--- config.mk ---
export PLATFORM = sky130hd
export DESIGN_NAME = servile
export DESIGN_NICKNAME = d
export VERILOG_FILES = /design/src/servile_pkg.sv /design/src/servile_mux.sv /design/src/servile_arbiter.sv /design/src/rf_ram_ctrl.sv /design/src/rf_bit_cnt.sv /design/src/rf_rdata_shift.sv /design/src/rf_wdata_gather.sv /design/src/servile.sv
export SDC_FILE = /design/constraint.sdc
export NUM_CORES = 1
export LEC_CHECK = 0
export BUFFER_PORTS_ARGS = -buffer_cell sky130_fd_sc_hd__buf_2
export CAP_MARGIN = 20
export CORE_AREA = 10 10 178 180
export DETAILED_ROUTE_END_ITERATION = 12
export DIE_AREA = 0 0 188 190
export MAX_ROUTING_LAYER = met4
export PLACE_DENSITY = 0.49
export SETUP_SLACK_MARGIN = 0.15
export SLEW_MARGIN = 10
export SYNTH_ARGS = -nofsm -noshare
export SYNTH_HDL_FRONTEND = slang
export SYNTH_SLANG_ARGS = --single-unit
--- constraint.sdc ---
create_clock -name i_clk -period 7.3 [get_ports i_clk]
set_input_delay 0.73 -clock i_clk [delete_from_list [all_inputs] [get_ports i_clk]]
set_output_delay 0.73 -clock i_clk [all_outputs]
set_load 0.03 [all_outputs]
--- src/servile_pkg.sv ---
// Shared bus structs and register file constants for the servile memory subsystem
package servile_pkg;

   localparam int XLEN        = 32;
   localparam int REGS        = 32;
   localparam int REG_W       = 5;
   localparam int MUX_EXT_BIT = 31;

   // Bus request, held by the master until ack
   typedef struct packed {
      logic [XLEN-1:0] adr;
      logic [XLEN-1:0] dat;
      logic [3:0]      sel;
      logic            we;
      logic            stb;
   } wb_req_t;

   // Bus response, ack high for one cycle
   typedef struct packed {
      logic [XLEN-1:0] rdt;
      logic            ack;
   } wb_rsp_t;

   // Serial write side of the core register port
   typedef struct packed {
      logic [REG_W-1:0] wreg0;
      logic [REG_W-1:0] wreg1;
      logic             wen0;
      logic             wen1;
      logic             wdata0;
      logic             wdata1;
   } rf_wr_t;

   // Source registers of a read transfer
   typedef struct packed {
      logic [REG_W-1:0] rreg0;
      logic [REG_W-1:0] rreg1;
   } rf_rd_req_t;

endpackage

--- src/servile_mux.sv ---
// Data bus splitter, sends core accesses to main memory or the extension port
module servile_mux (
   input  servile_pkg::wb_req_t i_wb_cpu,
   output servile_pkg::wb_rsp_t o_wb_cpu,
   output servile_pkg::wb_req_t o_wb_mem,
   input  servile_pkg::wb_rsp_t i_wb_mem,
   output servile_pkg::wb_req_t o_wb_ext,
   input  servile_pkg::wb_rsp_t i_wb_ext
);

   logic ext_sel;

   // High half of the address space belongs to the extension port
   assign ext_sel = i_wb_cpu.adr[servile_pkg::MUX_EXT_BIT];

   always_comb begin
      o_wb_mem     = i_wb_cpu;
      o_wb_mem.stb = i_wb_cpu.stb & ~ext_sel;

      o_wb_ext     = i_wb_cpu;
      o_wb_ext.stb = i_wb_cpu.stb & ext_sel;
   end

   // Only the addressed slave answers the core
   always_comb begin
      if (ext_sel) begin
         o_wb_cpu.rdt = i_wb_ext.rdt;
         o_wb_cpu.ack = i_wb_ext.ack;
      end else begin
         o_wb_cpu.rdt = i_wb_mem.rdt;
         o_wb_cpu.ack = i_wb_mem.ack;
      end
   end

endmodule

--- src/servile_arbiter.sv ---
// Memory port arbiter between instruction fetch and data access
module servile_arbiter (
   input  logic                 i_clk,
   input  logic                 i_arst_n,
   input  servile_pkg::wb_req_t i_wb_dbus,
   output servile_pkg::wb_rsp_t o_wb_dbus,
   input  servile_pkg::wb_req_t i_wb_ibus,
   output servile_pkg::wb_rsp_t o_wb_ibus,
   output servile_pkg::wb_req_t o_wb_mem,
   input  servile_pkg::wb_rsp_t i_wb_mem
);

   logic d_own;

   // Data access wins whenever it is pending
   assign d_own = i_wb_dbus.stb;

   always_comb begin
      o_wb_mem.adr = d_own ? i_wb_dbus.adr : i_wb_ibus.adr;
      o_wb_mem.dat = i_wb_dbus.dat;
      o_wb_mem.sel = i_wb_dbus.sel;
      o_wb_mem.we  = d_own & i_wb_dbus.we;
      o_wb_mem.stb = d_own | i_wb_ibus.stb;

      o_wb_dbus.rdt = i_wb_mem.rdt;
      o_wb_dbus.ack = i_wb_mem.ack & d_own;
      o_wb_ibus.rdt = i_wb_mem.rdt;
      o_wb_ibus.ack = i_wb_mem.ack & ~d_own;
   end

   // The core never fetches during a data access
   a_one_master: assert property (@(posedge i_clk) disable iff (!i_arst_n)
      !(i_wb_dbus.stb && i_wb_ibus.stb))
      else $error("Instruction and data strobes overlap");

endmodule

--- src/rf_ram_ctrl.sv ---
// Register file SRAM sequencer for serial register reads and writes
module rf_ram_ctrl #(
   parameter int  rf_width = 8,
   localparam int AW       = $clog2(servile_pkg::REGS * 32 / rf_width)
) (
   input  logic                    i_clk,
   input  logic                    i_arst_n,
   input  logic                    i_rreq,
   input  logic                    i_wreq,
   input  servile_pkg::rf_rd_req_t i_rd,
   input  logic [4:0]              i_bit,
   input  logic                    i_last,
   output logic                    o_cnt_run,
   output logic                    o_wr_active,
   output logic                    o_ready,
   output logic [AW-1:0]           o_raddr,
   output logic                    o_ren,
   output logic                    o_load
);

   localparam int         PH_BITS   = $clog2(rf_width);
   localparam int         WPR       = 32 / rf_width;
   localparam logic [4:0] PH_LAST   = 5'(rf_width - 1);
   localparam logic [4:0] WORD_LAST = 5'(WPR - 1);

   typedef enum logic [1:0] {ST_IDLE, ST_PRE, ST_RD, ST_WR} state_t;

   state_t                        state;
   logic [1:0]                    step;
   logic                          wr_mode;
   servile_pkg::rf_rd_req_t       rd_q;
   logic [4:0]                    word;
   logic [4:0]                    phase;
   logic [4:0]                    widx;
   logic                          more;
   logic                          fetch0;
   logic                          fetch1;
   logic                          pre_rd;
   logic [servile_pkg::REG_W-1:0] rreg;

   assign word  = i_bit >> PH_BITS;
   assign phase = i_bit & PH_LAST;

   // Next word is fetched during phases 0 and 1 of the current one
   assign more   = (state == ST_RD) && (word < WORD_LAST);
   assign fetch0 = more && (phase == 5'd0);
   assign fetch1 = more && (phase == 5'd1);
   assign pre_rd = (state == ST_PRE) && !wr_mode && (step != 2'd2);

   assign rreg    = ((pre_rd && step == 2'd0) || fetch0) ? rd_q.rreg0 : rd_q.rreg1;
   assign widx    = (state == ST_PRE) ? 5'd0 : word + 5'd1;
   assign o_raddr = AW'(rreg) * AW'(WPR) + AW'(widx);
   assign o_ren   = pre_rd || fetch0 || fetch1;

   // Both words of a pair are on hand two cycles into the fetch
   assign o_load = ((state == ST_PRE) && !wr_mode && (step == 2'd2))
                   || (more && (phase == 5'd2));

   assign o_ready     = (state == ST_PRE) && (step == 2'd2);
   assign o_cnt_run   = (state == ST_RD) || (state == ST_WR);
   assign o_wr_active = (state == ST_WR);

   always_ff @(posedge i_clk or negedge i_arst_n) begin
      if (!i_arst_n) begin
         state   <= ST_IDLE;
         step    <= 2'd0;
         wr_mode <= 1'b0;
      end else begin
         case (state)
            ST_IDLE: begin
               if (i_rreq) begin
                  state   <= ST_PRE;
                  step    <= 2'd0;
                  wr_mode <= 1'b0;
               end else if (i_wreq) begin
                  // Writes only need the ready cycle
                  state   <= ST_PRE;
                  step    <= 2'd2;
                  wr_mode <= 1'b1;
               end
            end
            ST_PRE: begin
               step <= step + 2'd1;
               if (step == 2'd2) begin
                  state <= wr_mode ? ST_WR : ST_RD;
               end
            end
            default: begin
               if (i_last) begin
                  state <= ST_IDLE;
               end
            end
         endcase
      end
   end

   always_ff @(posedge i_clk) begin
      if (state == ST_IDLE && i_rreq) begin
         rd_q <= i_rd;
      end
   end

   a_width_legal: assert property (@(posedge i_clk)
      rf_width inside {4, 8, 16, 32})
      else $error("Unsupported register file width");

   a_req_idle: assert property (@(posedge i_clk) disable iff (!i_arst_n)
      (i_rreq || i_wreq) |-> (state == ST_IDLE))
      else $error("Register request during a transfer");

endmodule

--- src/rf_bit_cnt.sv ---
// Bit position counter for a 32 cycle serial register transfer
module rf_bit_cnt #(
   parameter int rf_width = 8
) (
   input  logic       i_clk,
   input  logic       i_arst_n,
   input  logic       i_run,
   output logic [4:0] o_bit,
   output logic       o_last
);

   localparam logic [4:0] PH_LAST  = 5'(rf_width - 1);
   localparam logic [4:0] BIT_LAST = 5'(servile_pkg::XLEN - 1);

   // Wraps to 0 on the last bit, parks at 0 when idle
   always_ff @(posedge i_clk or negedge i_arst_n) begin
      if (!i_arst_n) begin
         o_bit <= 5'd0;
      end else if (i_run) begin
         o_bit <= o_bit + 5'd1;
      end else begin
         o_bit <= 5'd0;
      end
   end

   assign o_last = (o_bit == BIT_LAST);

   // A transfer only ever stops at the end of an SRAM word
   a_stop_on_word: assert property (@(posedge i_clk) disable iff (!i_arst_n)
      $fell(i_run) |-> (($past(o_bit) & PH_LAST) == PH_LAST))
      else $error("Bit counter stopped inside a word");

endmodule

--- src/rf_rdata_shift.sv ---
// Read data path, buffers SRAM words and shifts register bits out LSB first
module rf_rdata_shift #(
   parameter int rf_width = 8
) (
   input  logic                i_clk,
   input  logic                i_arst_n,
   input  logic [4:0]          i_bit,
   input  logic                i_load,
   input  logic [rf_width-1:0] i_rdata,
   output logic                o_rdata0,
   output logic                o_rdata1
);

   localparam logic [4:0] PH_LAST = 5'(rf_width - 1);

   logic [rf_width-1:0] rdata_q;
   logic [rf_width-1:0] pend0;
   logic [rf_width-1:0] pend1;
   logic [rf_width-1:0] sh0;
   logic [rf_width-1:0] sh1;
   logic [4:0]          phase;
   logic                pre_load;
   logic                boundary;

   assign phase    = i_bit & PH_LAST;
   assign boundary = (phase == PH_LAST);

   // Prefetch pair lands right on the first word boundary, counter still at 0
   assign pre_load = i_load && (i_bit == 5'd0);

   // rreg0 word arrived a cycle before rreg1 word
   always_ff @(posedge i_clk) begin
      rdata_q <= i_rdata;
      if (i_load) begin
         pend0 <= rdata_q;
         pend1 <= i_rdata;
      end
   end

   always_ff @(posedge i_clk or negedge i_arst_n) begin
      if (!i_arst_n) begin
         sh0 <= '0;
         sh1 <= '0;
      end else if (pre_load) begin
         sh0 <= rdata_q;
         sh1 <= i_rdata;
      end else if (boundary) begin
         sh0 <= pend0;
         sh1 <= pend1;
      end else begin
         sh0 <= sh0 >> 1;
         sh1 <= sh1 >> 1;
      end
   end

   assign o_rdata0 = sh0[0];
   assign o_rdata1 = sh1[0];

endmodule

--- src/rf_wdata_gather.sv ---
// Write data path, gathers serial register bits into SRAM words
module rf_wdata_gather #(
   parameter int  rf_width = 8,
   localparam int AW       = $clog2(servile_pkg::REGS * 32 / rf_width)
) (
   input  logic                i_clk,
   input  logic                i_arst_n,
   input  logic                i_active,
   input  logic [4:0]          i_bit,
   input  servile_pkg::rf_wr_t i_wr,
   output logic [AW-1:0]       o_waddr,
   output logic [rf_width-1:0] o_wdata,
   output logic                o_wen
);

   localparam int         PH_BITS = $clog2(rf_width);
   localparam int         WPR     = 32 / rf_width;
   localparam logic [4:0] PH_LAST = 5'(rf_width - 1);

   logic [rf_width-2:0] sr0;
   logic [rf_width-2:0] sr1;
   logic [rf_width-1:0] hold_data;
   logic [AW-1:0]       hold_addr;
   logic [AW-1:0]       addr0;
   logic [4:0]          word;
   logic                word_end;
   logic                wr0_now;
   logic                hold_v;

   assign word     = i_bit >> PH_BITS;
   assign word_end = i_active && ((i_bit & PH_LAST) == PH_LAST);
   assign addr0    = AW'(i_wr.wreg0) * AW'(WPR) + AW'(word);
   assign wr0_now  = word_end && i_wr.wen0;

   // Bits come in LSB first, last bit of the word still on the input
   always_ff @(posedge i_clk) begin
      if (i_active) begin
         sr0 <= {i_wr.wdata0, sr0[rf_width-2:1]};
         sr1 <= {i_wr.wdata1, sr1[rf_width-2:1]};
      end
      if (word_end) begin
         hold_data <= {i_wr.wdata1, sr1};
         hold_addr <= AW'(i_wr.wreg1) * AW'(WPR) + AW'(word);
      end
   end

   always_ff @(posedge i_clk or negedge i_arst_n) begin
      if (!i_arst_n) begin
         hold_v <= 1'b0;
      end else begin
         hold_v <= word_end && i_wr.wen1;
      end
   end

   // wreg1 word goes out the cycle after the wreg0 word
   assign o_wen   = wr0_now || hold_v;
   assign o_waddr = hold_v ? hold_addr : addr0;
   assign o_wdata = hold_v ? hold_data : {i_wr.wdata0, sr0};

   a_no_collide: assert property (@(posedge i_clk) disable iff (!i_arst_n)
      !(wr0_now && hold_v))
      else $error("Register file write collision");

endmodule

--- src/servile.sv ---
// Servile memory side, bus split, memory arbitration and register file SRAM port
module servile #(
   parameter int  rf_width = 8,
   localparam int AW       = $clog2(servile_pkg::REGS * 32 / rf_width)
) (
   input  logic                    i_clk,
   input  logic                    i_arst_n,

   input  servile_pkg::wb_req_t    i_wb_ibus,
   output servile_pkg::wb_rsp_t    o_wb_ibus,
   input  servile_pkg::wb_req_t    i_wb_dbus,
   output servile_pkg::wb_rsp_t    o_wb_dbus,

   output servile_pkg::wb_req_t    o_wb_mem,
   input  servile_pkg::wb_rsp_t    i_wb_mem,
   output servile_pkg::wb_req_t    o_wb_ext,
   input  servile_pkg::wb_rsp_t    i_wb_ext,

   input  logic                    i_rf_rreq,
   input  logic                    i_rf_wreq,
   input  servile_pkg::rf_rd_req_t i_rf_rd,
   input  servile_pkg::rf_wr_t     i_rf_wr,
   output logic                    o_rf_ready,
   output logic                    o_rf_rdata0,
   output logic                    o_rf_rdata1,

   output logic [AW-1:0]           o_rf_waddr,
   output logic [rf_width-1:0]     o_rf_wdata,
   output logic                    o_rf_wen,
   output logic [AW-1:0]           o_rf_raddr,
   output logic                    o_rf_ren,
   input  logic [rf_width-1:0]     i_rf_rdata
);

   servile_pkg::wb_req_t wb_dmem_req;
   servile_pkg::wb_rsp_t wb_dmem_rsp;
   logic [4:0]           rf_bit;
   logic                 rf_last;
   logic                 cnt_run;
   logic                 wr_active;
   logic                 rf_load;

   servile_mux mux (
      .i_wb_cpu (i_wb_dbus),
      .o_wb_cpu (o_wb_dbus),
      .o_wb_mem (wb_dmem_req),
      .i_wb_mem (wb_dmem_rsp),
      .o_wb_ext (o_wb_ext),
      .i_wb_ext (i_wb_ext)
   );

   servile_arbiter arbiter (
      .i_clk     (i_clk),
      .i_arst_n  (i_arst_n),
      .i_wb_dbus (wb_dmem_req),
      .o_wb_dbus (wb_dmem_rsp),
      .i_wb_ibus (i_wb_ibus),
      .o_wb_ibus (o_wb_ibus),
      .o_wb_mem  (o_wb_mem),
      .i_wb_mem  (i_wb_mem)
   );

   rf_ram_ctrl #(.rf_width(rf_width)) rf_ctrl (
      .i_clk       (i_clk),
      .i_arst_n    (i_arst_n),
      .i_rreq      (i_rf_rreq),
      .i_wreq      (i_rf_wreq),
      .i_rd        (i_rf_rd),
      .i_bit       (rf_bit),
      .i_last      (rf_last),
      .o_cnt_run   (cnt_run),
      .o_wr_active (wr_active),
      .o_ready     (o_rf_ready),
      .o_raddr     (o_rf_raddr),
      .o_ren       (o_rf_ren),
      .o_load      (rf_load)
   );

   rf_bit_cnt #(.rf_width(rf_width)) rf_cnt (
      .i_clk    (i_clk),
      .i_arst_n (i_arst_n),
      .i_run    (cnt_run),
      .o_bit    (rf_bit),
      .o_last   (rf_last)
   );

   rf_rdata_shift #(.rf_width(rf_width)) rf_rd (
      .i_clk    (i_clk),
      .i_arst_n (i_arst_n),
      .i_bit    (rf_bit),
      .i_load   (rf_load),
      .i_rdata  (i_rf_rdata),
      .o_rdata0 (o_rf_rdata0),
      .o_rdata1 (o_rf_rdata1)
   );

   rf_wdata_gather #(.rf_width(rf_width)) rf_wr (
      .i_clk    (i_clk),
      .i_arst_n (i_arst_n),
      .i_active (wr_active),
      .i_bit    (rf_bit),
      .i_wr     (i_rf_wr),
      .o_waddr  (o_rf_waddr),
      .o_wdata  (o_rf_wdata),
      .o_wen    (o_rf_wen)
   );

endmodule

==> metrics <==
first-pass GRT wire length=about 36 mm; worst setup path endpoint=o_rf_raddr[6]; Worst R2R Path Depth=4; Die W=188 um; fillers=3114; Worst Tran Pin Value=between 1 and 1.5 ns; htree depth=3; 1st-iter DRT viols=approximately 250; Site Rows=just over 60; Core Footprint=0.0282 sq mm; Worst setup EP type=output port; Startpoint Class=flip-flop; most frequent cells in the layout=buf_2 (329), mux2_2 (108), edfxtp_1 (55); DRC errors left=0; Yosys cell types=37; GRT Util Overall=15.1%; clock transition at the registers of the reported paths=0.07 ns; most common cell after layout, fill and taps aside=buf_2; WP data required=6.57 ns; sequential share of the synthesized area=between 40% and 50%; Worst Setup SP=rf_cnt.o_bit[3]; Warnings, synthesis=0; Mapped Nets=between 600 and 700; GRT overflow=0; DRT Wirelength=about 28 mm; arrival time worst endpoint=3.32 ns; TritonCTS Buffers=9; final hold violation count=0; clk_lat worst skew=0.34 ns; antenna violations before repair=10; full die area=0.0357 sq mm; global placement routability congestion=0.898; Final setup viols=0; RSZ-0062 raised after global routing=false; Setup CP Type=reg2out; LEAKAGE=between 3 and 4 nW; detailed-route via count=3899; Synth Instances=436; TritonCTS clock tree=yes; DR WL/cell=27.3 um; Max Slew Vio Count=0; Starting Density=19.1%; Chip Height=190 um; Final Non-Filler Cells=1022; max-cap violation count=0; period utilisation layout=between 50% and 60%; Setup WS post-layout=3.25 ns; Max Clock Freq=around 250 MHz; register bit total from synthesis=90; Mean Syn Cell Area=12.4 sq um; fraction of layout instances using a drive strength above 1=72.8%; Rel. slew slack=31.7%; setup TNS=0 ns; placed cell count=around 1.0k; CTS max path bufs=2; synthesized cell area=0.00541 sq mm; worst r2r dst=rf_wr.hold_addr[6]; Post-DP HPWL=between 20 and 25 mm; hold buffers post-CTS=0; internal reg-to-reg setup slack=5.09 ns; Antenna Nets Post-Route=0; iteration count of the initial detailed-routing pass=4; Clock Sinks=90; worst r2r src=rf_cnt.o_bit[0]; Hold Crit Class=in2async; worst vdd ir=175 uV; vias in the first global route=4116; Clock Skew=0.00720 ns; dpl ws=3.60 ns; post-cts gate resize count=0; I/O pins=475; final net count=between 800 and 900; min cycle time layout=4.05 ns; critical path fanouts, max=7; largest net degree at the start of global routing=37; Post-CTS Repair Setup Buffers=0; vias per inst=3.82; Area growth syn-to-layout=25.4%; IO Port Bufs=roughly 330; root buffer cell=clkbuf_16; status=complete, no violations; pwr dens=303 mW/mm^2
==> where the power goes <==
group / internal (mW) / switching [mW] / leakage, nW
clock: 0.257 / 0.207 / 0.144
sequential: 0.713 / 0.0850 / 0.924
combinational: 0.281 / 0.511 / 2.09
total: 1.25 / 0.803 / 3.16
==> cells in the mapped netlist (all sizes together) <==
library cell | instances | share of area (%)
mux2 | 108 | 22
a22o | 1 | 0.16
nand3 | 5 | 0.46
nand2b | 1 | 0.12
buf | 147 | 20
xnor2 | 3 | 0.49
or2 | 1 | 0.12
nor4 | 1 | 0.39
nor2 | 7 | 0.49
xor2 | 3 | 0.49
nand3b | 1 | 0.14
mux2i | 3 | 0.56
a21oi | 2 | 0.19
ha | 11 | 2.5
and3b | 1 | 0.16
and2 | 7 | 0.81
a2bb2oi | 1 | 0.16
edfxtp | 55 | 31
nor3 | 1 | 0.092
dfrtp | 27 | 12
o32ai | 1 | 0.16
and3 | 2 | 0.25
o21ai | 7 | 0.65
nand2 | 6 | 0.42
nor4b | 1 | 0.44
o31ai | 1 | 0.14
a211oi | 1 | 0.14
inv | 10 | 0.69
clkbuf | 5 | 0.35
nor2b | 6 | 0.69
a21o | 1 | 0.14
a32oi | 1 | 0.16
dfxtp | 8 | 3.0
==> logic make-up (layout without fill, tap and decap cells) <==
logic type,Yosys count,after routing,share of synthesized area [%]
other,0,6,0
adder cells (fa/ha/maj),11,11,2.55
AND/OR/NAND/NOR,40,40,4.58
AO/OA/AOI/OAI,16,16,1.90
flip-flops,90,90,46.0
XOR/XNOR,6,6,0.972
buffers and inverters,162,358,20.9
multiplexers,111,111,23.1
==> worst min path at each step <==
stage	from	cells past startpoint	endpoint	slack, ns
6_report	i_arst_n	1	rf_rd.sh1[4]	0.42
3_5_place_dp	rf_wr.sr1[0]	0	rf_wr.hold_data[0]	0.41
3_3_place_gp	rf_wr.sr1[0]	0	rf_wr.hold_data[0]	0.41
4_1_cts	rf_wr.sr1[0]	0	rf_wr.hold_data[0]	0.42
2_1_floorplan	rf_wr.sr1[0]	0	rf_wr.hold_data[0]	0.40
5_1_grt	rf_rd.rdata_q[1]	0	rf_rd.pend0[1]	0.43
==> metrics by stage <==
step	hold WS (ns)	utilization (%)	area [sq um]	power [mW]
floorplan	0.400	-	5410	1.41
global placement	0.405	22.9	6470	1.61
detailed placement	0.409	22.9	6470	1.62
CTS	0.424	24.0	6770	2.10
global route	0.434	24.0	6780	2.18
finish	0.416	24.0	6780	2.05
==> routing by layer <==
layer | part of all wire, % | GRT usage, % | wire length [um]
met5 | 0 | - | 0
met4 | 0.38 | 0.923 | 107
met3 | 19 | 12.9 | 5400
met2 | 44 | 21.5 | 12200
met1 | 37 | 16.5 | 10300
==> sequential cells by signal, indices dropped and copies added, names as in the netlist, 2 cells and up <==
register / cells
rf_rd.pend1: 8
rf_wr.sr0: 7
rf_wr.hold_data: 8
rf_ctrl.step: 2
rf_rd.pend0: 8
rf_cnt.o_bit: 5
rf_rd.sh0: 8
rf_wr.sr1: 7
rf_wr.hold_addr: 7
rf_ctrl.rd_q: 10
rf_rd.rdata_q: 8
rf_ctrl.state: 2
rf_rd.sh1: 8
==> layout make-up <==
type	instances	area, sq um	share of cell area [%]
inverters	10	37.5	0.554
multi-input cells	184	1790	26.5
repair buffers	332	1670	24.6
clock inverters	5	42.5	0.627
flip-flops and latches	90	2490	36.7
clock buffers	11	254	3.75
diodes	6	15.0	0.221
well taps	384	480	7.09
==> critical path: stages, from the launching register on <==
cell	delay (ns)
dfrtp_1	0.52
ha_1	0.28
nor4b_4	0.07
a32oi_1	0.58
mux2_2	0.41
ha_1	0.22
ha_1	0.23
nand3_1	0.11
xnor2_1	0.12
nand2_1	0.06
o21ai_0	0.10
buf_2	0.27
Power figures use the tool's default switching activity.
